[config.mk]
export PLATFORM = sky130hd
export DESIGN_NAME = csrFile
export DESIGN_NICKNAME = d
export VERILOG_FILES = /design/src/rvCorePkg.sv /design/src/csrFile.sv
export VERILOG_INCLUDE_DIRS = /design/src /design/src/src
export SDC_FILE = /design/constraint.sdc
export NUM_CORES = 1
export LEC_CHECK = 0
export CAP_MARGIN = 20
export CORE_AREA = 5 5 151 153
export DETAILED_ROUTE_END_ITERATION = 10
export DIE_AREA = 0 0 156 158
export DONT_BUFFER_PORTS = 1
export GPL_TIMING_DRIVEN = 0
export PLACE_DENSITY_LB_ADDON = 0.3
export SYNTH_ARGS = -nofsm -noshare
export SYNTH_HDL_FRONTEND = slang
export SYNTH_SLANG_ARGS = --single-unit
[constraint.sdc]
create_clock -name clk -period 5.35 [get_ports clk]
set_input_delay 1.605 -clock clk [delete_from_list [all_inputs] [get_ports clk]]
set_output_delay 1.605 -clock clk [all_outputs]
set_load 0.01 [all_outputs]
[src/rvCore_cfg.svh]
`ifndef RVCORE_CFG_SVH
`define RVCORE_CFG_SVH

// core geometry.
`define XLEN 64
`define NUM_REGS 32

// first fetch after reset.
`define RESET_PC 64'h80000000

// machine-mode CSR addresses.
`define CSR_MTVEC 12'h305
`define CSR_MEPC 12'h341
`define CSR_MCAUSE 12'h342

// mcause values for synchronous exceptions.
`define CAUSE_ILLEGAL 64'd2
`define CAUSE_ECALL_M 64'd11

`endif

[src/rvCorePkg.sv]
`default_nettype none

`include "rvCore_cfg.svh"

package rvCorePkg;

  // ##################################################
  // vector types
  // ##################################################
  typedef logic [`XLEN-1:0] xlenT;
  typedef logic [31:0] instT;
  typedef logic [4:0] regAddrT;
  typedef logic [11:0] csrAddrT;
  typedef logic [`XLEN/8-1:0] byteMaskT;

  // ##################################################
  // encodings
  // ##################################################
  typedef enum logic [6:0] {
    OP_LOAD   = 7'b0000011,
    OP_IMM    = 7'b0010011,
    OP_AUIPC  = 7'b0010111,
    OP_STORE  = 7'b0100011,
    OP_REG    = 7'b0110011,
    OP_LUI    = 7'b0110111,
    OP_BRANCH = 7'b1100011,
    OP_JALR   = 7'b1100111,
    OP_JAL    = 7'b1101111,
    OP_SYSTEM = 7'b1110011
  } opcodeE;

  typedef enum logic [3:0] {
    ALU_ADD, ALU_SUB, ALU_AND, ALU_OR, ALU_XOR, ALU_SLL,
    ALU_SRL, ALU_SRA, ALU_SLT, ALU_SLTU, ALU_COPYB
  } aluOpE;

  typedef enum logic [3:0] {
    BR_NONE, BR_EQ, BR_NE, BR_LT, BR_GE, BR_LTU, BR_GEU, BR_JAL, BR_JALR
  } branchE;

  typedef enum logic [1:0] {WB_ALU, WB_MEM, WB_PCPLUS4, WB_CSR} wbSelE;

  typedef enum logic [1:0] {CSROP_NONE, CSROP_WRITE, CSROP_SET} csrOpE;

  // decoded control for one instruction.
  typedef struct packed {
    aluOpE aluOp;
    logic srcAIsPc;
    logic srcBIsImm;
    branchE branch;
    wbSelE wbSel;
    logic regWrite;
    logic memRead;
    logic memWrite;
    logic memWord;
    csrOpE csrOp;
    logic ecall;
    logic mret;
    logic illegal;
  } ctrlT;

endpackage

`default_nettype wire

[src/csrFile.sv]
`default_nettype none

`include "rvCore_cfg.svh"

module csrFile (
  input wire logic clk,
  input wire logic reset,
  input wire rvCorePkg::csrAddrT csrAddr,
  input wire rvCorePkg::csrOpE csrOp,
  input wire rvCorePkg::xlenT wdata,
  input wire logic trap,
  input wire rvCorePkg::xlenT cause,
  input wire logic mret,
  input wire rvCorePkg::xlenT pc,
  output rvCorePkg::xlenT csrRdata,
  output rvCorePkg::xlenT mtvec,
  output rvCorePkg::xlenT mepc
);

  rvCorePkg::xlenT mcause;
  rvCorePkg::xlenT newValue;
  logic swWrite;

  // unknown addresses read zero.
  always_comb begin
    case (csrAddr)
      `CSR_MTVEC: csrRdata = mtvec;
      `CSR_MEPC: csrRdata = mepc;
      `CSR_MCAUSE: csrRdata = mcause;
      default: csrRdata = '0;
    endcase
  end

  assign newValue = (csrOp == rvCorePkg::CSROP_SET) ? (csrRdata | wdata) : wdata;
  assign swWrite = (csrOp != rvCorePkg::CSROP_NONE) && !trap && !mret;

  always_ff @(posedge clk) begin
    if (reset) begin
      mtvec <= '0;
      mepc <= '0;
      mcause <= '0;
    end else if (trap) begin
      mepc <= pc;
      mcause <= cause;
    end else if (swWrite) begin
      case (csrAddr)
        `CSR_MTVEC: mtvec <= newValue;
        `CSR_MEPC: mepc <= newValue;
        `CSR_MCAUSE: mcause <= newValue;
        default: ;
      endcase
    end
  end

endmodule

`default_nettype wire

==> metrics.csv <==
stage,metric,value,unit
power_and_ir_drop,PD cells,293,mW/mm2
min_path,WHS Path Cells,2,
timing,worst relative slew slack,0.312,
critical_path,R2R Path Start,mtvec[6],
status,status,"complete, no violations",
synthesis,largest cells by area after synthesis,"dfxtp_1 40%, a22o_1 8.8%, a22oi_1 6.8%",
finish,"Design Area, Final",0.0106,mm2
clocking,clock tree sinks,192,
finish,FILL cells,2125,
floorplanning,row count,54,
grt,met1 Track Usage GR,0.410,
critical_path,Worst path max stage delay,0.65,ns
floorplanning,die area,0.0246,mm2
power_and_ir_drop,Max rail drop VDD,0.210,mV
synthesis,Syn Nets,1333,
flow_run,Max Cap Viol,0,
critical_path,crit path launch type,input pin,
critical_path,crit path DAT,3.69,ns
place,Final Wtd Congestion,0.921,
grt,total congestion overflow,0,
critical_path,CP max stage cell,clkbuf_1,
grt,Most Crowded Layer GR,met2,
grt,total track usage,0.350,
critical_path,"setup slack, reg-to-reg",3.81,ns
timing,skew final,0.0160,ns
synthesis,ys flop type,dfxtp_1,
timing,crit share post-route,0.989,
synthesis,register area share after synthesis,0.398,
place,Placement Cell Area,0.0100,mm2
clocking,CTS tree,built,
synthesis,Yosys cell types,45,
critical_path,Buf/Inv on CP,2,
timing,Max Transition Viols Final,0,
floorplanning,Die Y,158,um
detailed_routing,via count,10100,
power_and_ir_drop,leakage,4.00,nW
critical_path,FF-to-FF End,mcause[6],
min_path,WHS Endpoint,mcause[4],
place,hpwl dp,33.8,mm
min_path,Hold Startpoint,mcause[4],
clocking,Clock transition at path regs,0.07,ns
synthesis,Post-synth top cells,"192 x dfxtp_1, 144 x nor2_1, 97 x a22o_1, 87 x a22oi_1, 78 x clkbuf_1",
detailed_routing,post-route ant nets,0,
place,Port Buffer Count,0,
synthesis,average size of a mapped cell,8.59,um2
critical_path,worst-path maximum fanout,10,
synthesis,cell taking the most area after synthesis,dfxtp_1,
critical_path,crit end category,output pin,
floorplanning,Die X,156,um
detailed_routing,routed wire length,45.6,mm
finish,fin util,0.496,
synthesis,Mapped Cells,1123,
detailed_routing,First DRT Iteration DRCs,1165,
synthesis,Ys Warns,0,
timing,Slew @ Worst Pin,1.03,ns
critical_path,cells on worst reg2reg path,3,
critical_path,Setup CP Type,in2out,
synthesis,Synth Cell Area,0.00965,mm2
detailed_routing,Pre-Repair DR Iteration Count,7,
min_path,Hold WC Path Type,reg2reg,
clocking,clock root cell,clkbuf_16,
clocking,H-tree levels,4,
critical_path,Top delay family on crit path,buffers and inverters,
floorplanning,I/O pins,402,
grt,initial antenna violation count,6,
clocking,Num CTS Buffers,17,
clocking,clk buf depth,2,
finish,Layout area overhead,10.0,%
critical_path,worst path cell trace,nand4bb_1 -> buf_2 -> nor3_4 -> clkbuf_1 -> a22o_1,
synthesis,Yosys top cell area share,0.398,
grt,first-pass GRT wire length,65.1,mm
floorplanning,core area,0.0214,mm2
synthesis,Post-synth EDFFs,0,
detailed_routing,post-DR vias/cell,7.04,
synthesis,ys async rst share,0,
detailed_routing,number of remaining DRC errors,0,
timing,crit path time final,5.29,ns
grt,number of global-route vias before repair,9822,
timing,setup repair after global routing missed its margin,false,
timing,highest achievable clock rate,0.189,GHz
synthesis,most common cell in the synthesized netlist,dfxtp_1,
finish,final net count,1354,
grt,met3 Use GR,0.130,
finish,layout cell share with drive strength beyond 1,0.0900,
timing,endpoints failing setup,0,
critical_path,"Req. time, crit path",3.74,ns
floorplanning,Initial Util,0.451,
clocking,clk_lat worst skew,0.44,ns
timing,Fin. Hold Viols,0,
detailed_routing,drt wl/cell,31.6,um
clocking,hold buffer count at CTS,0,
grt,grt met2 use,0.589,
synthesis,"FF+latch count, synth",192,
grt,largest net degree at the start of global routing,20,
metrics by stage:
step	hold WS, ns	cells	power (mW)	worst slack [ns]	TNS [ns]
after CTS	0.488	1436	3.11	0.0784	0
after global placement	0.457	1403	1.83	-0.406	-9.68
final	0.488	1440	3.11	0.0574	0
after floorplan	0.444	1123	1.74	0.636	0
after detailed placement	0.468	1404	1.83	-0.410	-10.26
after global routing	0.517	1440	3.22	0.0353	0
per-layer routing:
| metal | up-vias | part of all wire |
|---|---|---|
| met5 | - | 0.00059 |
| met4 | 4 | 0.034 |
| met3 | 104 | 0.13 |
| met2 | 758 | 0.48 |
| met1 | 4871 | 0.35 |
| li1 | 4399 | - |
layout by cell type, fill, tap and decap left out, types with 29 or more instances in the layout:
master and instances:
a22o_1 97, a221oi_1 29, and3_1 36, buf_2 38
nand2_1 53, a21oi_1 31, o21ai_0 46, a31oi_1 36
dfxtp_1 192, a211oi_1 41, clkbuf_1 77, a22oi_1 87
nor2_1 144, o21ai_1 30
how the worst max path moves through the flow:
stage	start	to	slack [ns]	depth (start not counted)
6_report	csrAddr[11]	csrRdata[33]	0.06	5
4_1_cts	csrAddr[1]	csrRdata[2]	0.08	4
3_5_place_dp	csrAddr[0]	csrRdata[56]	-0.41	7
3_3_place_gp	csrAddr[0]	csrRdata[56]	-0.41	7
2_1_floorplan	csrAddr[0]	csrRdata[0]	0.64	7
5_1_grt	csrAddr[1]	csrRdata[2]	0.04	4
state kept, by name, summed over array words and instances (netlist names):
signal  count
mtvec      64
mepc       64
mcause     64
where the power goes:
part           total, mW  internal [mW]  switching, mW
Clock               1.31          0.637          0.669
Combinational      0.252         0.0876          0.164
Sequential          1.55           1.49         0.0696
cell type report:
type,count,area (um2),share of cell area
multi-input combinational,805,5260,0.495
sequential,192,3840,0.362
buffer,125,556,0.0523
clock buffer,18,439,0.0413
tap,280,350,0.0330
clock inverter,13,138,0.0130
timing repair buffer,2,18.8,0.00177
antenna,4,10.0,0.000942
inverter,1,3.75,0.000353
what timing repair did:
item | CTS | global route
buffers inserted | 1 | 0
setup endpoints to repair | 41 | 0
gates resized for setup | 6 | 0
logic make-up (layout without fill, tap and decap cells):
group           after synthesis  in the layout  synth area share
buf+inv                     126            159            0.0574
compound gates              486            486             0.376
other cells                   0              4                 0
flops                       192            192             0.398
simple gates                319            319             0.169
worst register-to-register path: cells and delay by family (launching register included):
kind | cells | cell delay, ns
flip-flops | 1 | 0.41
AO/OA/AOI/OAI | 3 | 0.97
No activity file was read; power rests on OpenSTA's default activity.
