[src/rvCore_cfg.svh]
`ifndef RVCORE_CFG_SVH
`define RVCORE_CFG_SVH

// core geometry.
`define XLEN 64
`define NUM_REGS 32

// first fetch after reset.
`define RESET_PC 64'h80000000

// machine-mode CSR addresses.
`define CSR_MTVEC 12'h305
`define CSR_MEPC 12'h341
`define CSR_MCAUSE 12'h342

// mcause values for synchronous exceptions.
`define CAUSE_ILLEGAL 64'd2
`define CAUSE_ECALL_M 64'd11

`endif

[src/rvCorePkg.sv]
`default_nettype none

`include "rvCore_cfg.svh"

package rvCorePkg;

  // ##################################################
  // vector types
  // ##################################################
  typedef logic [`XLEN-1:0] xlenT;
  typedef logic [31:0] instT;
  typedef logic [4:0] regAddrT;
  typedef logic [11:0] csrAddrT;
  typedef logic [`XLEN/8-1:0] byteMaskT;

  // ##################################################
  // encodings
  // ##################################################
  typedef enum logic [6:0] {
    OP_LOAD   = 7'b0000011,
    OP_IMM    = 7'b0010011,
    OP_AUIPC  = 7'b0010111,
    OP_STORE  = 7'b0100011,
    OP_REG    = 7'b0110011,
    OP_LUI    = 7'b0110111,
    OP_BRANCH = 7'b1100011,
    OP_JALR   = 7'b1100111,
    OP_JAL    = 7'b1101111,
    OP_SYSTEM = 7'b1110011
  } opcodeE;

  typedef enum logic [3:0] {
    ALU_ADD, ALU_SUB, ALU_AND, ALU_OR, ALU_XOR, ALU_SLL,
    ALU_SRL, ALU_SRA, ALU_SLT, ALU_SLTU, ALU_COPYB
  } aluOpE;

  typedef enum logic [3:0] {
    BR_NONE, BR_EQ, BR_NE, BR_LT, BR_GE, BR_LTU, BR_GEU, BR_JAL, BR_JALR
  } branchE;

  typedef enum logic [1:0] {WB_ALU, WB_MEM, WB_PCPLUS4, WB_CSR} wbSelE;

  typedef enum logic [1:0] {CSROP_NONE, CSROP_WRITE, CSROP_SET} csrOpE;

  // decoded control for one instruction.
  typedef struct packed {
    aluOpE aluOp;
    logic srcAIsPc;
    logic srcBIsImm;
    branchE branch;
    wbSelE wbSel;
    logic regWrite;
    logic memRead;
    logic memWrite;
    logic memWord;
    csrOpE csrOp;
    logic ecall;
    logic mret;
    logic illegal;
  } ctrlT;

endpackage

`default_nettype wire

[src/alu.sv]
`default_nettype none

module alu (
  input wire rvCorePkg::ctrlT ctrl,
  input wire rvCorePkg::xlenT pc,
  input wire rvCorePkg::xlenT rs1Data,
  input wire rvCorePkg::xlenT rs2Data,
  input wire rvCorePkg::xlenT imm,
  output rvCorePkg::xlenT result,
  output rvCorePkg::xlenT target,
  output logic taken
);

  rvCorePkg::xlenT opA;
  rvCorePkg::xlenT opB;
  logic [5:0] shamt;

  assign opA = ctrl.srcAIsPc ? pc : rs1Data;
  assign opB = ctrl.srcBIsImm ? imm : rs2Data;
  assign shamt = opB[5:0];

  always_comb begin
    case (ctrl.aluOp)
      rvCorePkg::ALU_SUB: result = opA - opB;
      rvCorePkg::ALU_AND: result = opA & opB;
      rvCorePkg::ALU_OR: result = opA | opB;
      rvCorePkg::ALU_XOR: result = opA ^ opB;
      rvCorePkg::ALU_SLL: result = opA << shamt;
      rvCorePkg::ALU_SRL: result = opA >> shamt;
      rvCorePkg::ALU_SRA: result = rvCorePkg::xlenT'($signed(opA) >>> shamt);
      rvCorePkg::ALU_SLT: result = {63'b0, $signed(opA) < $signed(opB)};
      rvCorePkg::ALU_SLTU: result = {63'b0, opA < opB};
      rvCorePkg::ALU_COPYB: result = opB;
      default: result = opA + opB;
    endcase
  end

  // jalr target drops bit 0.
  assign target = (ctrl.branch == rvCorePkg::BR_JALR) ? ((rs1Data + imm) & ~64'd1) : (pc + imm);

  always_comb begin
    case (ctrl.branch)
      rvCorePkg::BR_EQ: taken = (rs1Data == rs2Data);
      rvCorePkg::BR_NE: taken = (rs1Data != rs2Data);
      rvCorePkg::BR_LT: taken = ($signed(rs1Data) < $signed(rs2Data));
      rvCorePkg::BR_GE: taken = ($signed(rs1Data) >= $signed(rs2Data));
      rvCorePkg::BR_LTU: taken = (rs1Data < rs2Data);
      rvCorePkg::BR_GEU: taken = (rs1Data >= rs2Data);
      rvCorePkg::BR_JAL, rvCorePkg::BR_JALR: taken = 1'b1;
      default: taken = 1'b0;
    endcase
  end

endmodule

`default_nettype wire

[config.mk]
export PLATFORM = sky130hd
export DESIGN_NAME = alu
export DESIGN_NICKNAME = d
export VERILOG_FILES = /design/src/rvCorePkg.sv /design/src/alu.sv
export VERILOG_INCLUDE_DIRS = /design/src /design/src/src
export SDC_FILE = /design/constraint.sdc
export NUM_CORES = 2
export LEC_CHECK = 0
export BUFFER_PORTS_ARGS = -buffer_cell sky130_fd_sc_hd__buf_2
export CORE_MARGIN = 2
export CORE_UTILIZATION = 40
export DETAILED_ROUTE_END_ITERATION = 10
export SLEW_MARGIN = 20
export SYNTH_ARGS = -nofsm -noshare
export SYNTH_HDL_FRONTEND = slang
export SYNTH_SLANG_ARGS = --single-unit
[constraint.sdc]
create_clock -name vclk -period 6.9
set_input_delay 0.345 -clock vclk [all_inputs]
set_output_delay 0.345 -clock vclk [all_outputs]
set_load 0.005 [all_outputs]
==> impl_summary.md <==
Layout
There are 0 flip-flops and latches. The top cell types in the final layout, fill and taps aside, are sky130_fd_sc_hd__a21oi_1, sky130_fd_sc_hd__nand2_1, sky130_fd_sc_hd__nor2_1, sky130_fd_sc_hd__buf_2, sky130_fd_sc_hd__ha_1. The most frequent standard cell in the layout excluding fill and tap cells is sky130_fd_sc_hd__a21oi_1. The share of post-route cells with drive strength above 1 is 13.5%.

The filler cells instantiated in the layout total 8212. Relative to the synthesized area, the layout overhead comes to 8.85%. Clock buffers in the final layout number 0. For this run, the post-layout net count is roughly 5500. In the final layout, flip-flops and latches occupy 0 µm².

Yosys
Summing every instance area after synthesis gives about 31000 µm². Counting every net in the synthesized netlist gives between 5000 and 6000. The Yosys warning count is 0.

The number of different library cells used by synthesis comes to ~110. Sequential elements use 0% of the synthesized area. Synthesis produced 4665 cells. A synthesized cell averages ~6.6 µm².

Routing
Once detail routing completed, the nets flagged for antenna violations numbered 0. The post-detailed-route wirelength per cell is 28.8 µm. The first-pass iteration count of the detailed router is 6.

The routed layout has roughly 40000 vias. The total wirelength of the detailed-routed design is about 170000 µm. The DRC violation count after routing is 0. The mean number of vias per cell is roughly 6.8. The starting DRC count in detailed routing is approximately 5700.

Global routing
The via count of the first global-routing pass came to 35700. The initial antenna violation count came to 18. The total grt overflow is 0. Global routing used 40.6% of the available tracks. The first global-routing pass estimated approximately 240000 µm of wire. Entering global routing, the biggest net connects between 100 and 150 pins.

Run
The reported max-cap violation count is 0.

STA
At the pin with the least slew margin, the transition time is between 1000 and 1500 ps. The clock period minus worst slack is 6260 ps. Dividing the final minimum period by the clock period gives approximately nine tenths. Setup violations remaining at the end of the flow were counted as 0. The count of endpoints failing hold in the final timing report was 0. After routing, the total negative slack on setup checks comes to 0 ps. The number of max-slew violations in the final report is 0.

Timing would allow up to roughly 160 MHz. The headroom to the max-slew limit is around 8%. Across all setup checks in the final design, the least slack found is roughly 640 ps. Setup repair after global routing left no endpoint under its margin.

Clock tree
Once the clock tree was built, the resizer swapped 0 gates to a different size. The number of hold buffers added after CTS was 0. The number of post-CTS setup repair buffers is 0.

Worst setup path
For the worst setup path, the data required time is approximately 6600 ps. The slowest stage cell on the critical path is sky130_fd_sc_hd__buf_4. The worst endpoint data arrival time is around 6000 ps.

The signal on the critical path passes through buf_4, buf_4, mux2i_1, ha_1, nor3_1, nand4_1, nor4b_1, o21ai_1, a211oi_1, nor2_1, buf_4, o41ai_2, a31oi_1, o31ai_1, a21oi_1, o2111ai_1, buf_2. The critical path startpoint category is an input pin. Tracing the worst setup path back leads to its startpoint at ctrl[15]. The highest cell delay on the worst timing path is about 640 ps.

Of all nets on the critical path, the largest fanout is 55. In this design, the critical path's most frequently occurring cell is sky130_fd_sc_hd__buf_4. The endpoint kind of the worst setup timing path is a primary output. The startpoint-to-endpoint class of the critical path is input pin to primary output.

Floorplanning
From left edge to right edge, the die measures 281 µm. The placeable core region is ~76000 µm². The die height is between 200 and 300 µm. The total number of placement rows is between 100 and 150. Once the floorplan was initialized, standard cells occupied between 40% and 50% of the core. The count of boundary I/O pins is between 400 and 500.

The floorplan step defined a die boundary enclosing around 79000 µm².

Power
The design draws 0.00425 W. The worst ir drop on vdd is just over 0.00005 V. The leakage power summed over all cells is 15.3 nW.

The cell area power density is between 100 and 150 nW/µm².

Place
The half-perimeter wire length after placement is between 100000 and 150000 µm. Timing analysis after detailed placement gives a worst setup slack of 924 ps. The placer congestion estimate is between 1 and 1.5.

Buffers placed on the I/O ports in this run total roughly 400.

Hold path
In this run the most critical hold path is launched from ctrl[14]. The path class of the tightest hold or removal check is input pin to primary output.

Status
The flow ran to the end, and the final reports show no timing, DRC or antenna violations.
==> routing by layer <==
| metal | GRT usage, % | vias to the layer above | part of all wire (%) |
|---|---|---|---|
| met5 | 0 | - | 0.024 |
| met4 | 18.9 | 6 | 5.9 |
| met2 | 60.3 | 2758 | 41 |
| li1 | - | 17700 | - |
| met1 | 54.9 | 18800 | 40 |
| met3 | 9.64 | 475 | 13 |
==> worst max-delay path, delay by kind of cell <==
family / cells / cell delay (ps)
fa+ha+maj: 1 / 460
simple gates: 4 / 1210
compound gates: 7 / 1840
mux: 1 / 520
buf+inv: 4 / 1450
==> synthesized netlist by cell type, types with 40 or more instances <==
master                     count  area share [%]
sky130_fd_sc_hd__buf_2        67             1.1
sky130_fd_sc_hd__xor2_1       51             1.5
sky130_fd_sc_hd__ha_1        382              16
sky130_fd_sc_hd__xnor2_1      72             2.1
sky130_fd_sc_hd__nor3_1      100             1.6
sky130_fd_sc_hd__mux2i_1     337              11
sky130_fd_sc_hd__nand3_1      86             1.4
sky130_fd_sc_hd__a211oi_1     62             1.5
sky130_fd_sc_hd__inv_1       273             3.3
sky130_fd_sc_hd__nand4_1      73             1.5
sky130_fd_sc_hd__o31ai_1      42             1.0
sky130_fd_sc_hd__a22oi_1      42             1.0
sky130_fd_sc_hd__a21o_1      110             2.7
sky130_fd_sc_hd__o21a_1       40            0.98
sky130_fd_sc_hd__a21oi_1     499             8.1
sky130_fd_sc_hd__o211ai_1     79             1.9
sky130_fd_sc_hd__o22ai_1      56             1.1
sky130_fd_sc_hd__o21bai_1     67             1.6
sky130_fd_sc_hd__o21ai_0     338             5.5
sky130_fd_sc_hd__nand2_1     473             5.8
sky130_fd_sc_hd__a31oi_1      62             1.3
sky130_fd_sc_hd__nor2_1      460             5.6
sky130_fd_sc_hd__clkbuf_1    171             2.1
==> through the flow <==
step / util, % / cell area, µm² / std cells / hold WS, ps
2_1_floorplan: - / 30700 / 4665 / 743
3_3_place_gp: 43.9 / 33300 / 5876 / 1050
3_5_place_dp: 43.9 / 33300 / 5876 / 1050
4_1_cts: 43.9 / 33300 / 5876 / 1050
5_1_grt: 43.9 / 33400 / 5888 / 1060
6_report: 43.9 / 33400 / 5888 / 1050
==> worst paths after layout <==
check	end	depth (start not counted)
setup / recovery	result[58]	17
hold / removal	taken	3
==> kinds of logic (layout without fill, tap and decap cells) <==
kind of cell	Yosys count	in the layout	share of synthesized area (%)
simple gates	1416	1416	20.9
buf+inv	599	780	8.35
xor+xnor	123	123	3.51
mux	410	410	14.7
compound gates	1730	1730	36.7
fa+ha+maj	387	387	15.9
other cells	0	12	0
==> where the power goes <==
group	internal, W	leakage, nW	total (W)	switching, W
logic	0.00143	15.3	0.00425	0.00281
clock network	0.000000000233	0.0000761	0.000000000233	0
registers	0	0	0	0
total	0.00143	15.3	0.00425	0.00281
==> area by class of cell <==
class,count,area (µm²),area share (%)
Antenna cell,12,30.0,0.0900
Tap cell,1030,1290,3.86
Inverter,297,1130,3.37
Timing Repair Buffer,483,2760,8.26
Multi-Input combinational cell,4066,28200,84.4
No activity file was read; power rests on OpenSTA's default activity.
