==> src/rvCore_cfg.svh <==
`ifndef RVCORE_CFG_SVH
`define RVCORE_CFG_SVH

// core geometry.
`define XLEN 64
`define NUM_REGS 32

// first fetch after reset.
`define RESET_PC 64'h80000000

// machine-mode CSR addresses.
`define CSR_MTVEC 12'h305
`define CSR_MEPC 12'h341
`define CSR_MCAUSE 12'h342

// mcause values for synchronous exceptions.
`define CAUSE_ILLEGAL 64'd2
`define CAUSE_ECALL_M 64'd11

`endif

==> src/rvCorePkg.sv <==
`default_nettype none

`include "rvCore_cfg.svh"

package rvCorePkg;

  // ##################################################
  // vector types
  // ##################################################
  typedef logic [`XLEN-1:0] xlenT;
  typedef logic [31:0] instT;
  typedef logic [4:0] regAddrT;
  typedef logic [11:0] csrAddrT;
  typedef logic [`XLEN/8-1:0] byteMaskT;

  // ##################################################
  // encodings
  // ##################################################
  typedef enum logic [6:0] {
    OP_LOAD   = 7'b0000011,
    OP_IMM    = 7'b0010011,
    OP_AUIPC  = 7'b0010111,
    OP_STORE  = 7'b0100011,
    OP_REG    = 7'b0110011,
    OP_LUI    = 7'b0110111,
    OP_BRANCH = 7'b1100011,
    OP_JALR   = 7'b1100111,
    OP_JAL    = 7'b1101111,
    OP_SYSTEM = 7'b1110011
  } opcodeE;

  typedef enum logic [3:0] {
    ALU_ADD, ALU_SUB, ALU_AND, ALU_OR, ALU_XOR, ALU_SLL,
    ALU_SRL, ALU_SRA, ALU_SLT, ALU_SLTU, ALU_COPYB
  } aluOpE;

  typedef enum logic [3:0] {
    BR_NONE, BR_EQ, BR_NE, BR_LT, BR_GE, BR_LTU, BR_GEU, BR_JAL, BR_JALR
  } branchE;

  typedef enum logic [1:0] {WB_ALU, WB_MEM, WB_PCPLUS4, WB_CSR} wbSelE;

  typedef enum logic [1:0] {CSROP_NONE, CSROP_WRITE, CSROP_SET} csrOpE;

  // decoded control for one instruction.
  typedef struct packed {
    aluOpE aluOp;
    logic srcAIsPc;
    logic srcBIsImm;
    branchE branch;
    wbSelE wbSel;
    logic regWrite;
    logic memRead;
    logic memWrite;
    logic memWord;
    csrOpE csrOp;
    logic ecall;
    logic mret;
    logic illegal;
  } ctrlT;

endpackage

`default_nettype wire

==> src/instDecoder.sv <==
`default_nettype none

module instDecoder (
  input wire rvCorePkg::instT inst,
  output rvCorePkg::ctrlT ctrl,
  output rvCorePkg::xlenT imm
);

  logic [2:0] funct3;
  logic [6:0] funct7;
  rvCorePkg::xlenT immI;
  rvCorePkg::xlenT immS;
  rvCorePkg::xlenT immB;
  rvCorePkg::xlenT immU;
  rvCorePkg::xlenT immJ;

  assign funct3 = inst[14:12];
  assign funct7 = inst[31:25];

  // ##################################################
  // immediates, all sign-extended from bit 31
  // ##################################################
  assign immI = {{52{inst[31]}}, inst[31:20]};
  assign immS = {{52{inst[31]}}, inst[31:25], inst[11:7]};
  assign immB = {{51{inst[31]}}, inst[31], inst[7], inst[30:25], inst[11:8], 1'b0};
  assign immU = {{32{inst[31]}}, inst[31:12], 12'b0};
  assign immJ = {{43{inst[31]}}, inst[31], inst[19:12], inst[20], inst[30:21], 1'b0};

  // shared funct3 map of OP and OP-IMM.
  function automatic rvCorePkg::aluOpE aluFromFunct3(input logic [2:0] f3);
    case (f3)
      3'b000: return rvCorePkg::ALU_ADD;
      3'b001: return rvCorePkg::ALU_SLL;
      3'b010: return rvCorePkg::ALU_SLT;
      3'b011: return rvCorePkg::ALU_SLTU;
      3'b100: return rvCorePkg::ALU_XOR;
      3'b101: return rvCorePkg::ALU_SRL;
      3'b110: return rvCorePkg::ALU_OR;
      default: return rvCorePkg::ALU_AND;
    endcase
  endfunction

  // ##################################################
  // control decode
  // ##################################################
  always_comb begin
    ctrl = '0;
    imm = '0;
    case (rvCorePkg::opcodeE'(inst[6:0]))
      rvCorePkg::OP_LUI: begin
        ctrl.aluOp = rvCorePkg::ALU_COPYB;
        ctrl.srcBIsImm = 1'b1;
        ctrl.regWrite = 1'b1;
        imm = immU;
      end
      rvCorePkg::OP_AUIPC: begin
        ctrl.srcAIsPc = 1'b1;
        ctrl.srcBIsImm = 1'b1;
        ctrl.regWrite = 1'b1;
        imm = immU;
      end
      rvCorePkg::OP_JAL: begin
        ctrl.branch = rvCorePkg::BR_JAL;
        ctrl.wbSel = rvCorePkg::WB_PCPLUS4;
        ctrl.regWrite = 1'b1;
        imm = immJ;
      end
      rvCorePkg::OP_JALR: begin
        imm = immI;
        if (funct3 == 3'b000) begin
          ctrl.branch = rvCorePkg::BR_JALR;
          ctrl.wbSel = rvCorePkg::WB_PCPLUS4;
          ctrl.regWrite = 1'b1;
        end else begin
          ctrl.illegal = 1'b1;
        end
      end
      rvCorePkg::OP_BRANCH: begin
        imm = immB;
        case (funct3)
          3'b000: ctrl.branch = rvCorePkg::BR_EQ;
          3'b001: ctrl.branch = rvCorePkg::BR_NE;
          3'b100: ctrl.branch = rvCorePkg::BR_LT;
          3'b101: ctrl.branch = rvCorePkg::BR_GE;
          3'b110: ctrl.branch = rvCorePkg::BR_LTU;
          3'b111: ctrl.branch = rvCorePkg::BR_GEU;
          default: ctrl.illegal = 1'b1;
        endcase
      end
      rvCorePkg::OP_LOAD: begin
        imm = immI;
        if (funct3 == 3'b011 || funct3 == 3'b010) begin
          ctrl.srcBIsImm = 1'b1;
          ctrl.memRead = 1'b1;
          ctrl.memWord = (funct3 == 3'b010);
          ctrl.wbSel = rvCorePkg::WB_MEM;
          ctrl.regWrite = 1'b1;
        end else begin
          ctrl.illegal = 1'b1;
        end
      end
      rvCorePkg::OP_STORE: begin
        imm = immS;
        if (funct3 == 3'b011 || funct3 == 3'b010) begin
          ctrl.srcBIsImm = 1'b1;
          ctrl.memWrite = 1'b1;
          ctrl.memWord = (funct3 == 3'b010);
        end else begin
          ctrl.illegal = 1'b1;
        end
      end
      rvCorePkg::OP_IMM: begin
        imm = immI;
        ctrl.srcBIsImm = 1'b1;
        ctrl.regWrite = 1'b1;
        ctrl.aluOp = aluFromFunct3(funct3);
        // rv64 shifts keep a 6-bit shamt, funct6 above it.
        if (funct3 == 3'b101 && inst[31:26] == 6'b010000) begin
          ctrl.aluOp = rvCorePkg::ALU_SRA;
        end else if ((funct3 == 3'b001 || funct3 == 3'b101) && inst[31:26] != 6'b0) begin
          ctrl = '0;
          ctrl.illegal = 1'b1;
        end
      end
      rvCorePkg::OP_REG: begin
        ctrl.regWrite = 1'b1;
        if (funct7 == 7'b0000000) begin
          ctrl.aluOp = aluFromFunct3(funct3);
        end else if (funct7 == 7'b0100000 && funct3 == 3'b000) begin
          ctrl.aluOp = rvCorePkg::ALU_SUB;
        end else if (funct7 == 7'b0100000 && funct3 == 3'b101) begin
          ctrl.aluOp = rvCorePkg::ALU_SRA;
        end else begin
          ctrl.regWrite = 1'b0;
          ctrl.illegal = 1'b1;
        end
      end
      rvCorePkg::OP_SYSTEM: begin
        case (funct3)
          3'b001, 3'b010: begin
            ctrl.csrOp = (funct3 == 3'b001) ? rvCorePkg::CSROP_WRITE : rvCorePkg::CSROP_SET;
            ctrl.wbSel = rvCorePkg::WB_CSR;
            ctrl.regWrite = 1'b1;
          end
          3'b000: begin
            if (inst == 32'h00000073) begin
              ctrl.ecall = 1'b1;
            end else if (inst == 32'h30200073) begin
              ctrl.mret = 1'b1;
            end else begin
              ctrl.illegal = 1'b1;
            end
          end
          default: ctrl.illegal = 1'b1;
        endcase
      end
      default: ctrl.illegal = 1'b1;
    endcase
  end

endmodule

`default_nettype wire

==> config.mk <==
export PLATFORM = sky130hd
export DESIGN_NAME = instDecoder
export DESIGN_NICKNAME = d
export VERILOG_FILES = /design/src/rvCorePkg.sv /design/src/instDecoder.sv
export VERILOG_INCLUDE_DIRS = /design/src /design/src/src
export SDC_FILE = /design/constraint.sdc
export NUM_CORES = 1
export LEC_CHECK = 0
export BUFFER_PORTS_ARGS = -buffer_cell sky130_fd_sc_hd__buf_2
export CORE_ASPECT_RATIO = 0.75
export CORE_MARGIN = 4
export CORE_UTILIZATION = 30
export DETAILED_ROUTE_END_ITERATION = 8
export PLACE_DENSITY = 0.73
export SYNTH_ARGS = -nofsm -noshare
export SYNTH_HDL_FRONTEND = slang
export SYNTH_SLANG_ARGS = --single-unit
==> constraint.sdc <==
create_clock -name vclk -period 8.1
set_clock_uncertainty 0.05 [all_clocks]
set_input_delay 0.81 -clock vclk [all_inputs]
set_output_delay 0.81 -clock vclk [all_outputs]
set_load 0.005 [all_outputs]
==> flow_metrics.tcl <==
set metrics [dict create \
    status "finished, final reports clean" \
    final.fill_count 463 \
    ff_latch_area_um2 0 \
    nClkBuffers 0 \
    cts_hold_buf 0 \
    setup_tns_ns 0 \
    ys_types 48 \
    setup_violations 0 \
    vias_per_cell 5.13 \
    hold_viol_final 0 \
    drv_slew 0 \
    synth_area_per_cell_um2 6.32 \
    fmax_mhz 304 \
    hpwlAfterDp_um 4050 \
    gp_congestion 0.939 \
    yosys.cell_count.top_type "buf_4" \
    ys_warn_count 0 \
    routed_wirelength_um 4840 \
    crit_type "input port to output port" \
    grt_antenna_before_repair 0 \
    cts_setup_buffers 0 \
    rows 20 \
    worstMarginPinSlew_ns 0.762 \
    synth_top_cells_by_count "buf_4, a21o_1, nor2_1, nand2_1, nand3_1" \
    pin_count 117 \
    synth_cells 207 \
    synth.top_cell.area_share_pct 18.9 \
    core-area_um2 4130 \
    worstPathArrival_ns 2.43 \
    period_share_pct 40.6 \
    cp-end-kind "output port" \
    die_h_um 65.2 \
    ctsResizeCount 0 \
    area_growth_pct 27.8 \
    instances_no_fill 337 \
    layout-drive-gt1-share_pct 44.7 \
    grt_pass1_wl_um 7650 \
    initial_core_util_pct 31.7 \
    grt_pass1_vias 1595 \
    die_x_um 84.2 \
    numPortBuffers 117 \
    seq_cell_count 0 \
    dr_total_vias 1730 \
    cp_max_fo 12 \
    p_leak_nw 1.14 \
    drtAntennaViolNets 0 \
    worstPathRequired_ns 7.24 \
    worst_slack_ns 4.81 \
    netlist_area_um2 1310 \
    post-place-ws_ns 4.85 \
    drt_iter0_markers 175 \
    dr.pass1.iters 5 \
    ys_seq_area_share_pct 0 \
    utilization_pct 40.5 \
    peakVddDrop_mv 0.0158 \
    grt_max_degree 34 \
    min_period_ns 3.29 \
    hold_class "input port to output port" \
    n_antenna_cell 0 \
    syn-num-nets 239 \
    grt_overflow 0 \
    dieArea_um2 5490 \
    nNetsFinal 316 \
    synth_top_cell_by_area "buf_4" \
    power_density_nw_per_um2 29.8 \
    avgRoutedWirePerCell_um 14.4 \
    relSlewSlack_pct 48.8 \
    drc_errors 0 \
    max-cap-violations 0 \
    grt_use_total_pct 16.2 \
    synth_area_leaders "buf_4, a21o_1, nor2_1" \
    finalPower_uw 49.8 \
    cp-start-kind "input port" \
    dp.cells 337 \
    rsz0062_at_grt "no" \
    multi_input_area_um2 986 \
]
-- metal layers --
layer / vias to the layer above / part of all wire [%] / wire (µm) / track usage (%)
met3: 2 / 9.7 / 469 / 2.13
met2: 105 / 48 / 2340 / 28.0
met1: 754 / 41 / 2010 / 22.4
met5: - / 0 / 0 / 0
met4: 0 / 0.47 / 23 / 1.20
li1: 869 / - / - / -
-- power breakdown --
group / internal [mW] / switching (mW)
sequential: 0 / 0
combinational: 0.0201 / 0.0297
clock: 0 / 0
-- layout make-up --
| cell class | count | share of cell area, % |
|---|---|---|
| Inverter | 6 | 1.35 |
| Multi-Input combinational cell | 158 | 59.0 |
| Tap cell | 55 | 4.12 |
| Timing Repair Buffer | 118 | 35.5 |
-- stage by stage --
| step | hold WS (ns) | cell area, µm² |
|---|---|---|
| 2_1_floorplan | 1.67 | 1310 |
| 3_3_place_gp | 1.86 | 1670 |
| 3_5_place_dp | 1.86 | 1670 |
| 4_1_cts | 1.86 | 1670 |
| 5_1_grt | 1.88 | 1670 |
| 6_report | 1.86 | 1670 |
-- critical path, stage by stage --
cell and delay [ns]:
buf_2 0.16, nand4bb_1 0.29, nor3_1 0.38, and2_1 0.24
nand2_1 0.07, a221oi_1 0.30, buf_2 0.17
-- logic make-up (layout without fill, tap and decap cells) --
kind of cell    Yosys count  in the layout  share of synthesized area (%)
mux                       1              1                          0.861
compound gates           60             60                           32.3
simple gates             96             96                           41.5
xor+xnor                  1              1                          0.670
buf+inv                  49            124                           24.6
-- final timing paths --
kind / startpoint / endpoint / slack (ns) / depth (start not counted)
hold / removal: inst[16] / imm[16] / 1.86 / 3
setup / recovery: inst[2] / ctrl[19] / 4.81 / 7
-- layout by cell type (no fill, tap or decap), types with 3 or more instances in the layout --
cell        n
nor3_1     10
buf_2     117
a21oi_1     7
inv_1       6
a22o_1      5
nand2_1    17
and3_1      3
nor2_1     19
and2_1     10
nand3_1    12
nand2b_1    4
o21ai_1     3
a21o_1     21
a31oi_1     3
nor4_1      4
o21ai_0     8
No activity file was read; power rests on OpenSTA's default activity.
