[src/rvCore_cfg.svh]
`ifndef RVCORE_CFG_SVH
`define RVCORE_CFG_SVH

// core geometry.
`define XLEN 64
`define NUM_REGS 32

// first fetch after reset.
`define RESET_PC 64'h80000000

// machine-mode CSR addresses.
`define CSR_MTVEC 12'h305
`define CSR_MEPC 12'h341
`define CSR_MCAUSE 12'h342

// mcause values for synchronous exceptions.
`define CAUSE_ILLEGAL 64'd2
`define CAUSE_ECALL_M 64'd11

`endif

[src/rvCorePkg.sv]
`default_nettype none

`include "rvCore_cfg.svh"

package rvCorePkg;

  // ##################################################
  // vector types
  // ##################################################
  typedef logic [`XLEN-1:0] xlenT;
  typedef logic [31:0] instT;
  typedef logic [4:0] regAddrT;
  typedef logic [11:0] csrAddrT;
  typedef logic [`XLEN/8-1:0] byteMaskT;

  // ##################################################
  // encodings
  // ##################################################
  typedef enum logic [6:0] {
    OP_LOAD   = 7'b0000011,
    OP_IMM    = 7'b0010011,
    OP_AUIPC  = 7'b0010111,
    OP_STORE  = 7'b0100011,
    OP_REG    = 7'b0110011,
    OP_LUI    = 7'b0110111,
    OP_BRANCH = 7'b1100011,
    OP_JALR   = 7'b1100111,
    OP_JAL    = 7'b1101111,
    OP_SYSTEM = 7'b1110011
  } opcodeE;

  typedef enum logic [3:0] {
    ALU_ADD, ALU_SUB, ALU_AND, ALU_OR, ALU_XOR, ALU_SLL,
    ALU_SRL, ALU_SRA, ALU_SLT, ALU_SLTU, ALU_COPYB
  } aluOpE;

  typedef enum logic [3:0] {
    BR_NONE, BR_EQ, BR_NE, BR_LT, BR_GE, BR_LTU, BR_GEU, BR_JAL, BR_JALR
  } branchE;

  typedef enum logic [1:0] {WB_ALU, WB_MEM, WB_PCPLUS4, WB_CSR} wbSelE;

  typedef enum logic [1:0] {CSROP_NONE, CSROP_WRITE, CSROP_SET} csrOpE;

  // decoded control for one instruction.
  typedef struct packed {
    aluOpE aluOp;
    logic srcAIsPc;
    logic srcBIsImm;
    branchE branch;
    wbSelE wbSel;
    logic regWrite;
    logic memRead;
    logic memWrite;
    logic memWord;
    csrOpE csrOp;
    logic ecall;
    logic mret;
    logic illegal;
  } ctrlT;

endpackage

`default_nettype wire

[src/pcUnit.sv]
`default_nettype none

`include "rvCore_cfg.svh"

module pcUnit (
  input wire logic clk,
  input wire logic reset,
  input wire logic taken,
  input wire rvCorePkg::xlenT target,
  input wire logic trap,
  input wire logic mret,
  input wire rvCorePkg::xlenT mtvec,
  input wire rvCorePkg::xlenT mepc,
  output rvCorePkg::xlenT pc
);

  rvCorePkg::xlenT nextPc;

  // trap wins over mret, mret over a taken branch.
  always_comb begin
    if (trap) begin
      nextPc = mtvec;
    end else if (mret) begin
      nextPc = mepc;
    end else if (taken) begin
      nextPc = target;
    end else begin
      nextPc = pc + 64'd4;
    end
  end

  always_ff @(posedge clk) begin
    if (reset) begin
      pc <= `RESET_PC;
    end else begin
      pc <= nextPc;
    end
  end

endmodule

`default_nettype wire

[config.mk]
export PLATFORM = sky130hd
export DESIGN_NAME = pcUnit
export DESIGN_NICKNAME = d
export VERILOG_FILES = /design/src/rvCorePkg.sv /design/src/pcUnit.sv
export VERILOG_INCLUDE_DIRS = /design/src /design/src/src
export SDC_FILE = /design/constraint.sdc
export NUM_CORES = 1
export LEC_CHECK = 0
export CAP_MARGIN = 20
export CORE_MARGIN = 3
export CORE_UTILIZATION = 50
export CTS_CLUSTER_DIAMETER = 200
export DETAILED_ROUTE_END_ITERATION = 12
export DONT_BUFFER_PORTS = 1
export MAX_ROUTING_LAYER = met4
export PLACE_DENSITY = 0.71
export SLEW_MARGIN = 20
export SYNTH_ARGS = -nofsm -noshare
export SYNTH_HDL_FRONTEND = slang
export SYNTH_SLANG_ARGS = --single-unit
[constraint.sdc]
create_clock -name clk -period 2.25 [get_ports clk]
set_input_delay 0.5625 -clock clk [delete_from_list [all_inputs] [get_ports clk]]
set_output_delay 0.5625 -clock clk [all_outputs]
set_load 0.1 [all_outputs]
==> results of run 1 <==
[power by group]
part           internal (uW)  leakage (uW)  switching (uW)
Combinational            306       0.00144             953
Sequential              1230      0.000555            68.8
Clock                    556      0.000108             460
[timing repair]
item | in CTS | in global routing
buffers inserted | 0 | 7
endpoints found under the setup margin | 0 | 11
resized for setup | 0 | 21
[path summary, 6_finish.rpt]
path	endpoint	slack, ps	cells after the start
worst max-delay path	pc[56]$_SDFF_PP0_	8	8
worst min-delay path	pc[11]$_SDFF_PP0_	290	1
worst max register to register	pc[56]$_SDFF_PP0_	8	8
worst min register to register	pc[63]$_SDFF_PP0_	600	2
[synth_stat cells (all sizes together)]
cell	n
nor4	21
a31oi	3
clkinv	2
nand4	20
nor3	19
inv	21
o21a	14
o41ai	1
a221oi	44
clkbuf	45
nor2	34
a211oi	5
a21boi	1
a41oi	1
and3	13
dfxtp	64
nor2b	1
o221a	6
o2111ai	2
mux2i	6
a221o	4
nor4b	1
ha	1
o211a	3
nand3	24
o31ai	4
nand2	43
or4	4
xor2	4
a21oi	60
and4	7
and2	4
a222oi	2
or3	6
a22oi	1
o211ai	5
o22ai	4
o31a	11
o21ai	70
nand2b	1
xnor2	25
buf	6
o221ai	2
[area by class of cell]
class                   instances  area, um2
fillers                       783       3103
well taps                     108      135.1
inverters                      23      86.33
flip-flops and latches         64       1408
clock inverters                 2      10.01
clock buffers                  14      193.9
multi-input cells             477       3103
repair buffers                100      767.0
[per-stage QoR]
step	hold slack [ps]	cells	total power (uW)
after floorplan	694.2	615	2339
after global placement	585.6	764	2544
after detailed placement	594.4	764	2563
after CTS	274.1	780	3575
after global routing	270.1	788	3720
final	290.6	788	3571
[routing by layer]
| layer | GRT usage, % | up-vias |
|---|---|---|
| met5 | - | - |
| met4 | 10.94 | 0 |
| met3 | 7.576 | 31 |
| met2 | 53.82 | 332 |
| met1 | 39.72 | 2538 |
| li1 | - | 2504 |
[worst reg2reg max path: cells and delay by family (launching register included)]
family	cells	cell delay, ps
AOI/OAI and AO/OA	1	260
and+or+nand+nor	4	1070
DFF	1	380
xor gates and xnor gates	1	100
adders and majority gates	1	140
buffers and inverters	1	190
[cell families after synthesis]
group,after synthesis,share of synthesized area [%]
buffers and inverters,74,6.115
flip-flops,64,27.96
adder cells (fa/ha/maj),1,0.2730
XOR/XNOR,29,5.542
AND/OR/NAND/NOR,198,23.64
multiplexers,6,1.310
AO/OA/AOI/OAI,243,35.16
==> reports/metrics.json, run 1 <==
{
  "cells_and_area": {
    "postLayoutCoreUtil_pct": 64.76,
    "mostFrequentLayoutCell": "sky130_fd_sc_hd__buf_4",
    "largest_register_ffs": 64,
    "most-common-layout-cells": "sky130_fd_sc_hd__buf_4, sky130_fd_sc_hd__o21ai_0, sky130_fd_sc_hd__a21oi_1, sky130_fd_sc_hd__a221oi_1, sky130_fd_sc_hd__nand2_1",
    "drive_gt1_share_pct": 28.97,
    "layout.nets": 873,
    "final_design_area_no_fill_um2": 5703,
    "top_register": "pc",
    "biggestRegsByFlops": "pc (64)",
    "area_growth_syn_to_layout_pct": 24.43,
    "antenna_cells_inserted": 0
  },
  "clocking": {
    "cts-htree-levels": 3,
    "tritoncts_num_sinks": 64,
    "clk_root_buffer_cell": "sky130_fd_sc_hd__clkbuf_8",
    "cts_made_buffers": 9,
    "cts_hold_buf": 0,
    "tritoncts": "done",
    "clock_tree.buffer_depth": 2,
    "worst_setup_hold_path_clk_slew_ps": 80,
    "clkLatencyLatePin_ps": 340
  },
  "grt": {
    "antenna_found_initial": 0,
    "first_global_vias": 5011,
    "grt_start_max_net_pins": 76,
    "global_route.usage.total_pct": 32.84,
    "overflow": 0,
    "global_route_wire_length_before_repair_um": 25670
  },
  "setup_path": {
    "end_kind": "flip-flop",
    "timing_worst_setup_path_type": "reg -> reg",
    "worst_path_largest_cell_delay_ps": 390,
    "timing.critical_path.cells": "ha_4 -> nand4_1 -> nor4_4 -> nand3_2 -> buf_6 -> nor4_4 -> xnor2_2 -> a211oi_2",
    "critical_path.n_buffers_inverters": 1,
    "path_delay_family": "simple AND/OR/NAND/NOR gates",
    "critical_path.max_fanout": 5,
    "cp_data_arrival_time_ps": 2480,
    "timing.critical_path.mode_cell": "sky130_fd_sc_hd__nor4_4",
    "worstReg2RegStart": "pc[2]$_SDFF_PP0_",
    "crit_slowest_cell": "sky130_fd_sc_hd__nor4_4",
    "worst_ep_required_time_ps": 2490,
    "crit_start_category": "flip-flop",
    "crit_start": "pc[2]$_SDFF_PP0_"
  },
  "timing": {
    "number_of_max_slew_violations_in_the_final_report": 0,
    "timing.final.crit_share_pct": 99.66,
    "skew_ps": 12.08,
    "fmax_mhz": 446.0,
    "max-slew-margin-rel_pct": 63.44,
    "worst_slew_pin_slew_ps": 548.4,
    "timing.final.hold_violations": 0,
    "fin_ws_ps": 7.598,
    "finalWorstPathRequiredPeriod_ps": 2242,
    "setup_repair_after_global_routing_missed_its_margin": "true",
    "setup_tns_ps": 0,
    "setup_viol": 0
  },
  "min_path": {
    "worst_hold_startpoint": "reset",
    "hold_class": "in -> reg"
  },
  "floorplanning": {
    "die_y_um": 101.7,
    "fp-row-count": 34,
    "chipWidth_um": 101.7,
    "initial_utilization_pct": 52.05,
    "num_io_pins": 261,
    "floorplan.die_area_um2": 10350,
    "core-area_um2": 8806
  },
  "yosys": {
    "post_synth_main_area_contributors": "sky130_fd_sc_hd__dfxtp_1, sky130_fd_sc_hd__a221oi_1, sky130_fd_sc_hd__o21ai_0",
    "ys_ff_latch": 64,
    "netlist.top_cell.by_area": "sky130_fd_sc_hd__dfxtp_1",
    "post_synthesis_mean_instance_area_um2": 7.452,
    "synth-seq-area-share_pct": 27.96,
    "yosysWarnings": 0,
    "post_synth_instance_area_um2": 4583,
    "post_synth_num_cell_types": 48,
    "syn-instance-count": 615,
    "syn_nets": 813,
    "yosysTopAreaCellShare_pct": 27.96
  },
  "route": {
    "drt-vias-per-instance": 6.859,
    "top_routing_layer_in_use": "met4",
    "via_count": 5405,
    "drt-met1-wl_um": 6785,
    "detail_route.first_pass.iterations": 7,
    "dr_wl_met3_um": 1835,
    "detailroute.wirelength.met2_um": 8612,
    "overall_routed_net_length_um": 17580,
    "detail-route-antenna-nets": 0,
    "route.detailed.wl_per_inst_um": 22.31,
    "post_detailed_route_drc_marker_count": 0,
    "drt-initial-drc-count": 357
  },
  "place": {
    "post-place-ws_ps": 76.96,
    "gp_routability_congestion": 0.8790,
    "detailedPlacementHpwl_um": 13150,
    "quantity_of_i_o_buffers_inserted_on_ports": 0,
    "placement.cell_area_um2": 5366
  },
  "flow_run": {
    "cap_viol_max_count": 0
  },
  "pwr": {
    "cellPowerDensity_nw_per_um2": 626.1,
    "worst_ir_drop_vdd_mv": 0.3384,
    "power.leakage_uw": 0.002101
  },
  "run_status": {
    "outcome": "complete, no violations"
  }
}
Note: power is estimated with default switching activity, not from simulation.
==> inputs of run 2 (changes only) <==
ABC_AREA = 1   (was unset)
==> run 2 against run 1 <==
Fmax increased by 18%. Sequential share of layout area decreased by 2.2 points. Area after synthesis increased by 7.3%. Critical path depth unchanged. Clock power about the same. Core utilization decreased by 4.2 points. Synthesized cell count increased by 30%. Clock-buffer cell count decreased by 1. Wire length increased by 12%.
==> reports/metrics.json, run 2 <==
{
  "clocking": {
    "tritoncts": "done",
    "cts_made_buffers": {"value": 9, "change": "unchanged"},
    "tritoncts_num_sinks": {"value": 64, "change": "unchanged"},
    "cts_hold_buf": {"value": 0, "change": "unchanged"},
    "worst_setup_hold_path_clk_slew": {"value": 70, "unit": "ps", "change": "about the same"},
    "clkLatencyLatePin": {"value": 350, "unit": "ps", "change": "about the same"},
    "cts-htree-levels": {"value": 3, "change": "unchanged"},
    "clock_tree.buffer_depth": {"value": 2, "change": "unchanged"},
    "clk_root_buffer_cell": "sky130_fd_sc_hd__clkbuf_8",
    "count_of_cells_resized_by_post_cts_repair": {"value": 0, "change": "unchanged"},
    "post_cts.repair.setup_buffers": {"value": 0, "change": "unchanged"}
  },
  "timing": {
    "max-slew-margin-rel": {"value": 39.17, "unit": "%", "change": "-24 points"},
    "timing.final.hold_violations": {"value": 0, "change": "unchanged"},
    "skew": {"value": 12.93, "unit": "ps", "change": "+0.8499 ps"},
    "fmax": {"value": 524.0, "unit": "MHz", "change": "+18%"},
    "number_of_max_slew_violations_in_the_final_report": {"value": 0, "change": "unchanged"},
    "fin_hold_ws": {"value": 261.4, "unit": "ps", "change": "-29.14 ps"},
    "worst_slew_pin_slew": {"value": 911.2, "unit": "ps", "change": "+362.7 ps"},
    "setup_viol": {"value": 0, "change": "unchanged"},
    "finalWorstPathRequiredPeriod": {"value": 1908, "unit": "ps", "change": "-334.1 ps"},
    "setup_repair_after_global_routing_missed_its_margin": "false",
    "timing.final.crit_share": {"value": 84.81, "unit": "%", "change": "-15 points"},
    "fin_ws": {"value": 341.7, "unit": "ps", "change": "+334.1 ps"},
    "setup_tns": {"value": 0, "unit": "ps", "change": "unchanged"}
  },
  "place": {
    "gp_routability_congestion": {"value": 0.9866, "change": "+12%"},
    "detailedPlacementHpwl": {"value": 15700, "unit": "um", "change": "+19%"},
    "quantity_of_i_o_buffers_inserted_on_ports": {"value": 0, "change": "unchanged"},
    "post-place-ws": {"value": 388.4, "unit": "ps", "change": "+311.5 ps"},
    "placement.cell_area": {"value": 5503, "unit": "um2", "change": "+2.5%"}
  },
  "floorplanning": {
    "chipWidth": {"value": 105.2, "unit": "um", "change": "+3.4%"},
    "die_y": {"value": 105.2, "unit": "um", "change": "+3.4%"},
    "num_io_pins": {"value": 261, "change": "unchanged"},
    "initial_utilization": {"value": 52.21, "unit": "%", "change": "+0.17 points"},
    "core-area": {"value": 9415, "unit": "um2", "change": "+6.9%"},
    "fp-row-count": {"value": 35, "change": "+2.9%"},
    "floorplan.die_area": {"value": 11060, "unit": "um2", "change": "+6.8%"}
  },
  "yosys": {
    "post_synth_main_area_contributors": "sky130_fd_sc_hd__dfxtp_1, sky130_fd_sc_hd__nand2_1, sky130_fd_sc_hd__a221oi_1",
    "syn_nets": {"value": 995, "change": "+22%"},
    "synth-edff-count": {"value": 0, "change": "unchanged"},
    "synth-seq-area-share": {"value": 26.06, "unit": "%", "change": "-1.9 points"},
    "post_synth_num_cell_types": {"value": 32, "change": "-33%"},
    "yosysWarnings": {"value": 0, "change": "unchanged"},
    "synthMostInstantiatedCell": "sky130_fd_sc_hd__nand2_1",
    "synth.cells.most_frequent": "sky130_fd_sc_hd__nand2_1, sky130_fd_sc_hd__nor2_1, sky130_fd_sc_hd__a21oi_1, sky130_fd_sc_hd__dfxtp_1, sky130_fd_sc_hd__o21ai_0",
    "netlist.top_cell.by_area": "sky130_fd_sc_hd__dfxtp_1",
    "synth_ff_type": "sky130_fd_sc_hd__dfxtp_1",
    "post_synthesis_mean_instance_area": {"value": 6.168, "unit": "um2", "change": "-17%"},
    "syn-instance-count": {"value": 797, "change": "+30%"},
    "post_synth_instance_area": {"value": 4916, "unit": "um2", "change": "+7.3%"},
    "ys_ff_latch": {"value": 64, "change": "unchanged"},
    "async_flop_share": {"value": 0, "unit": "%", "change": "unchanged"},
    "yosysTopAreaCellShare": {"value": 26.06, "unit": "%", "change": "-1.9 points"}
  },
  "route": {
    "detail-route-antenna-nets": {"value": 0, "change": "unchanged"},
    "via_count": {"value": 5912, "change": "+9.4%"},
    "route.detailed.wl_per_inst": {"value": 20.09, "unit": "um", "change": "-10%"},
    "overall_routed_net_length": {"value": 19600, "unit": "um", "change": "+12%"},
    "drt-vias-per-instance": {"value": 6.057, "change": "-12%"},
    "post_detailed_route_drc_marker_count": {"value": 0, "change": "unchanged"},
    "drt-initial-drc-count": {"value": 520, "change": "+46%"},
    "detail_route.first_pass.iterations": {"value": 7, "change": "unchanged"}
  },
  "grt": {
    "global_route.usage.total": {"value": 35.07, "unit": "%", "change": "+2.2 points"},
    "global_route_wire_length_before_repair": {"value": 29570, "unit": "um", "change": "+15%"},
    "grt_start_max_net_pins": {"value": 67, "change": "-12%"},
    "overflow": {"value": 0, "change": "unchanged"},
    "first_global_vias": {"value": 5468, "change": "+9.1%"},
    "antenna_found_initial": {"value": 0, "change": "unchanged"}
  },
  "pwr": {
    "part_of_the_power_in_the_clock_network": {"value": 29.2, "unit": "%", "change": "+0.8 points"},
    "cellPowerDensity": {"value": 620.2, "unit": "nW/um2", "change": "-0.94%"},
    "worst_ir_drop_vdd": {"value": 0.4727, "unit": "mV", "change": "+40%"},
    "switching_share": {"value": 41.83, "unit": "%", "change": "+0.34 points"},
    "power_report.internal_total": {"value": 2057, "unit": "uW", "change": "-1.5%"},
    "power.leakage": {"value": 0.002200, "unit": "uW", "change": "+4.7%"},
    "sequentialPowerShare": {"value": 37.4, "unit": "%", "change": "+1.1 points"},
    "p_sw": {"value": 1479, "unit": "uW", "change": "-0.15%"},
    "p_comb_share": {"value": 33.3, "unit": "%", "change": "-2.0 points"}
  },
  "cells_and_area": {
    "layout.nets": {"value": 1040, "change": "+19%"},
    "final.fill_count": {"value": 929, "change": "+19%"},
    "final_design_area_no_fill": {"value": 5702, "unit": "um2", "change": "about the same"},
    "drive_gt1_share": {"value": 13.58, "unit": "%", "change": "-15 points"},
    "top_register": "pc",
    "most-common-layout-cells": "sky130_fd_sc_hd__nand2_1, sky130_fd_sc_hd__nor2_1, sky130_fd_sc_hd__buf_4, sky130_fd_sc_hd__a21oi_1",
    "mostFrequentLayoutCell": "sky130_fd_sc_hd__nand2_1",
    "largest_register_ffs": {"value": 64, "change": "unchanged"},
    "area_growth_syn_to_layout_pct": 15.98,
    "antenna_cells_inserted": {"value": 0, "change": "unchanged"},
    "biggestRegsByFlops": "pc (64)"
  },
  "setup_path": {
    "critical_path.max_fanout": {"value": 4, "change": "-1"},
    "cp_data_arrival_time": {"value": 2180, "unit": "ps", "change": "-300 ps"},
    "worst_ep_required_time": {"value": 2520, "unit": "ps", "change": "+30 ps"},
    "crit_start_category": "flip-flop",
    "timing_worst_setup_path_type": "reg -> reg",
    "end_kind": "flip-flop"
  },
  "min_path": {
    "hold_class": "in -> reg"
  },
  "run_status": {
    "outcome": "complete, no violations"
  },
  "flow_run": {
    "cap_viol_max_count": {"value": 0, "change": "unchanged"}
  }
}
==> run 2: cell count changes after synthesis, moves of 13 or more <==
cell                       previous run  this run
sky130_fd_sc_hd__nor4_1              18         0
sky130_fd_sc_hd__nand4_1             18         4
sky130_fd_sc_hd__o21bai_1             0        19
sky130_fd_sc_hd__nand3_1             24        54
sky130_fd_sc_hd__and3_1              13         0
sky130_fd_sc_hd__o21a_1              14         0
sky130_fd_sc_hd__nand2_1             43       198
sky130_fd_sc_hd__nor2_1              34       109
sky130_fd_sc_hd__nor3_1              19         1
sky130_fd_sc_hd__inv_1               20        57
==> run 2: cell type report <==
class                   instances  area [um2]  share of cell area, %
well taps                     129       161.4                  2.831
repair buffers                 73       560.5                  9.831
flip-flops and latches         64        1284                  22.51
clock inverters                 3       40.04                 0.7022
clock buffers                  13       158.9                  2.787
multi-input cells             636        3279                  57.52
inverters                      58       217.7                  3.818
==> run 2: power groups by stage <==
stage / Combinational [uW] / Sequential (uW) / Clock, uW
2_1_floorplan: 322 / 1960 / 0
3_3_place_gp: 1160 / 1340 / 0
3_5_place_dp: 1170 / 1340 / 0
4_1_cts: 1180 / 1320 / 1050
5_1_grt: 1230 / 1330 / 1110
6_report: 1180 / 1320 / 1030
==> run 2: metrics by stage <==
stage / std cells / power, uW / util, %
after floorplan: 797 / 2284 / -
after global placement: 960 / 2504 / 58.45
after detailed placement: 960 / 2518 / 58.45
after CTS: 976 / 3545 / 60.56
after global routing: 976 / 3675 / 60.56
final: 976 / 3536 / 60.56
==> run 2: cells by family after synthesis <==
group	share of synthesized area, %
buffers and inverters	7.483
AND/OR/NAND/NOR	33.67
flip-flops	26.06
AO/OA/AOI/OAI	28.43
adder cells (fa/ha/maj)	0.2545
XOR/XNOR	4.098
==> run 2: metal layers <==
layer  share of wire, %  routed length, um  track usage, %  vias to the layer above
li1                   -                  -               -                     2829
met1                 43               8465           45.33                     2706
met2                 46               9068           55.22                      343
met3                8.4               1653           7.165                       34
met4                2.1                416           10.78                        0
met5                  0                  0               -                        -
==> run 2: final timing paths <==
| check | depth (start not counted) | slack (ps) | start | to |
|---|---|---|---|---|
| worst max register to register | 8 | 340 | pc[30]$_SDFF_PP0_ | pc[59]$_SDFF_PP0_ |
| worst max-delay path | 8 | 340 | pc[30]$_SDFF_PP0_ | pc[59]$_SDFF_PP0_ |
| worst min register to register | 3 | 630 | pc[24]$_SDFF_PP0_ | pc[24]$_SDFF_PP0_ |
| worst min-delay path | 1 | 260 | reset | pc[3]$_SDFF_PP0_ |
==> run 2: critical path: stages, from the launching register on <==
cell and delay [ps]:
sky130_fd_sc_hd__dfxtp_1 450, sky130_fd_sc_hd__nand2_1 110, sky130_fd_sc_hd__nor2_1 210, sky130_fd_sc_hd__nand2_1 170
sky130_fd_sc_hd__nor2_1 340, sky130_fd_sc_hd__nand2_1 140, sky130_fd_sc_hd__o21ai_1 140, sky130_fd_sc_hd__nand3_1 100
sky130_fd_sc_hd__a21oi_1 160
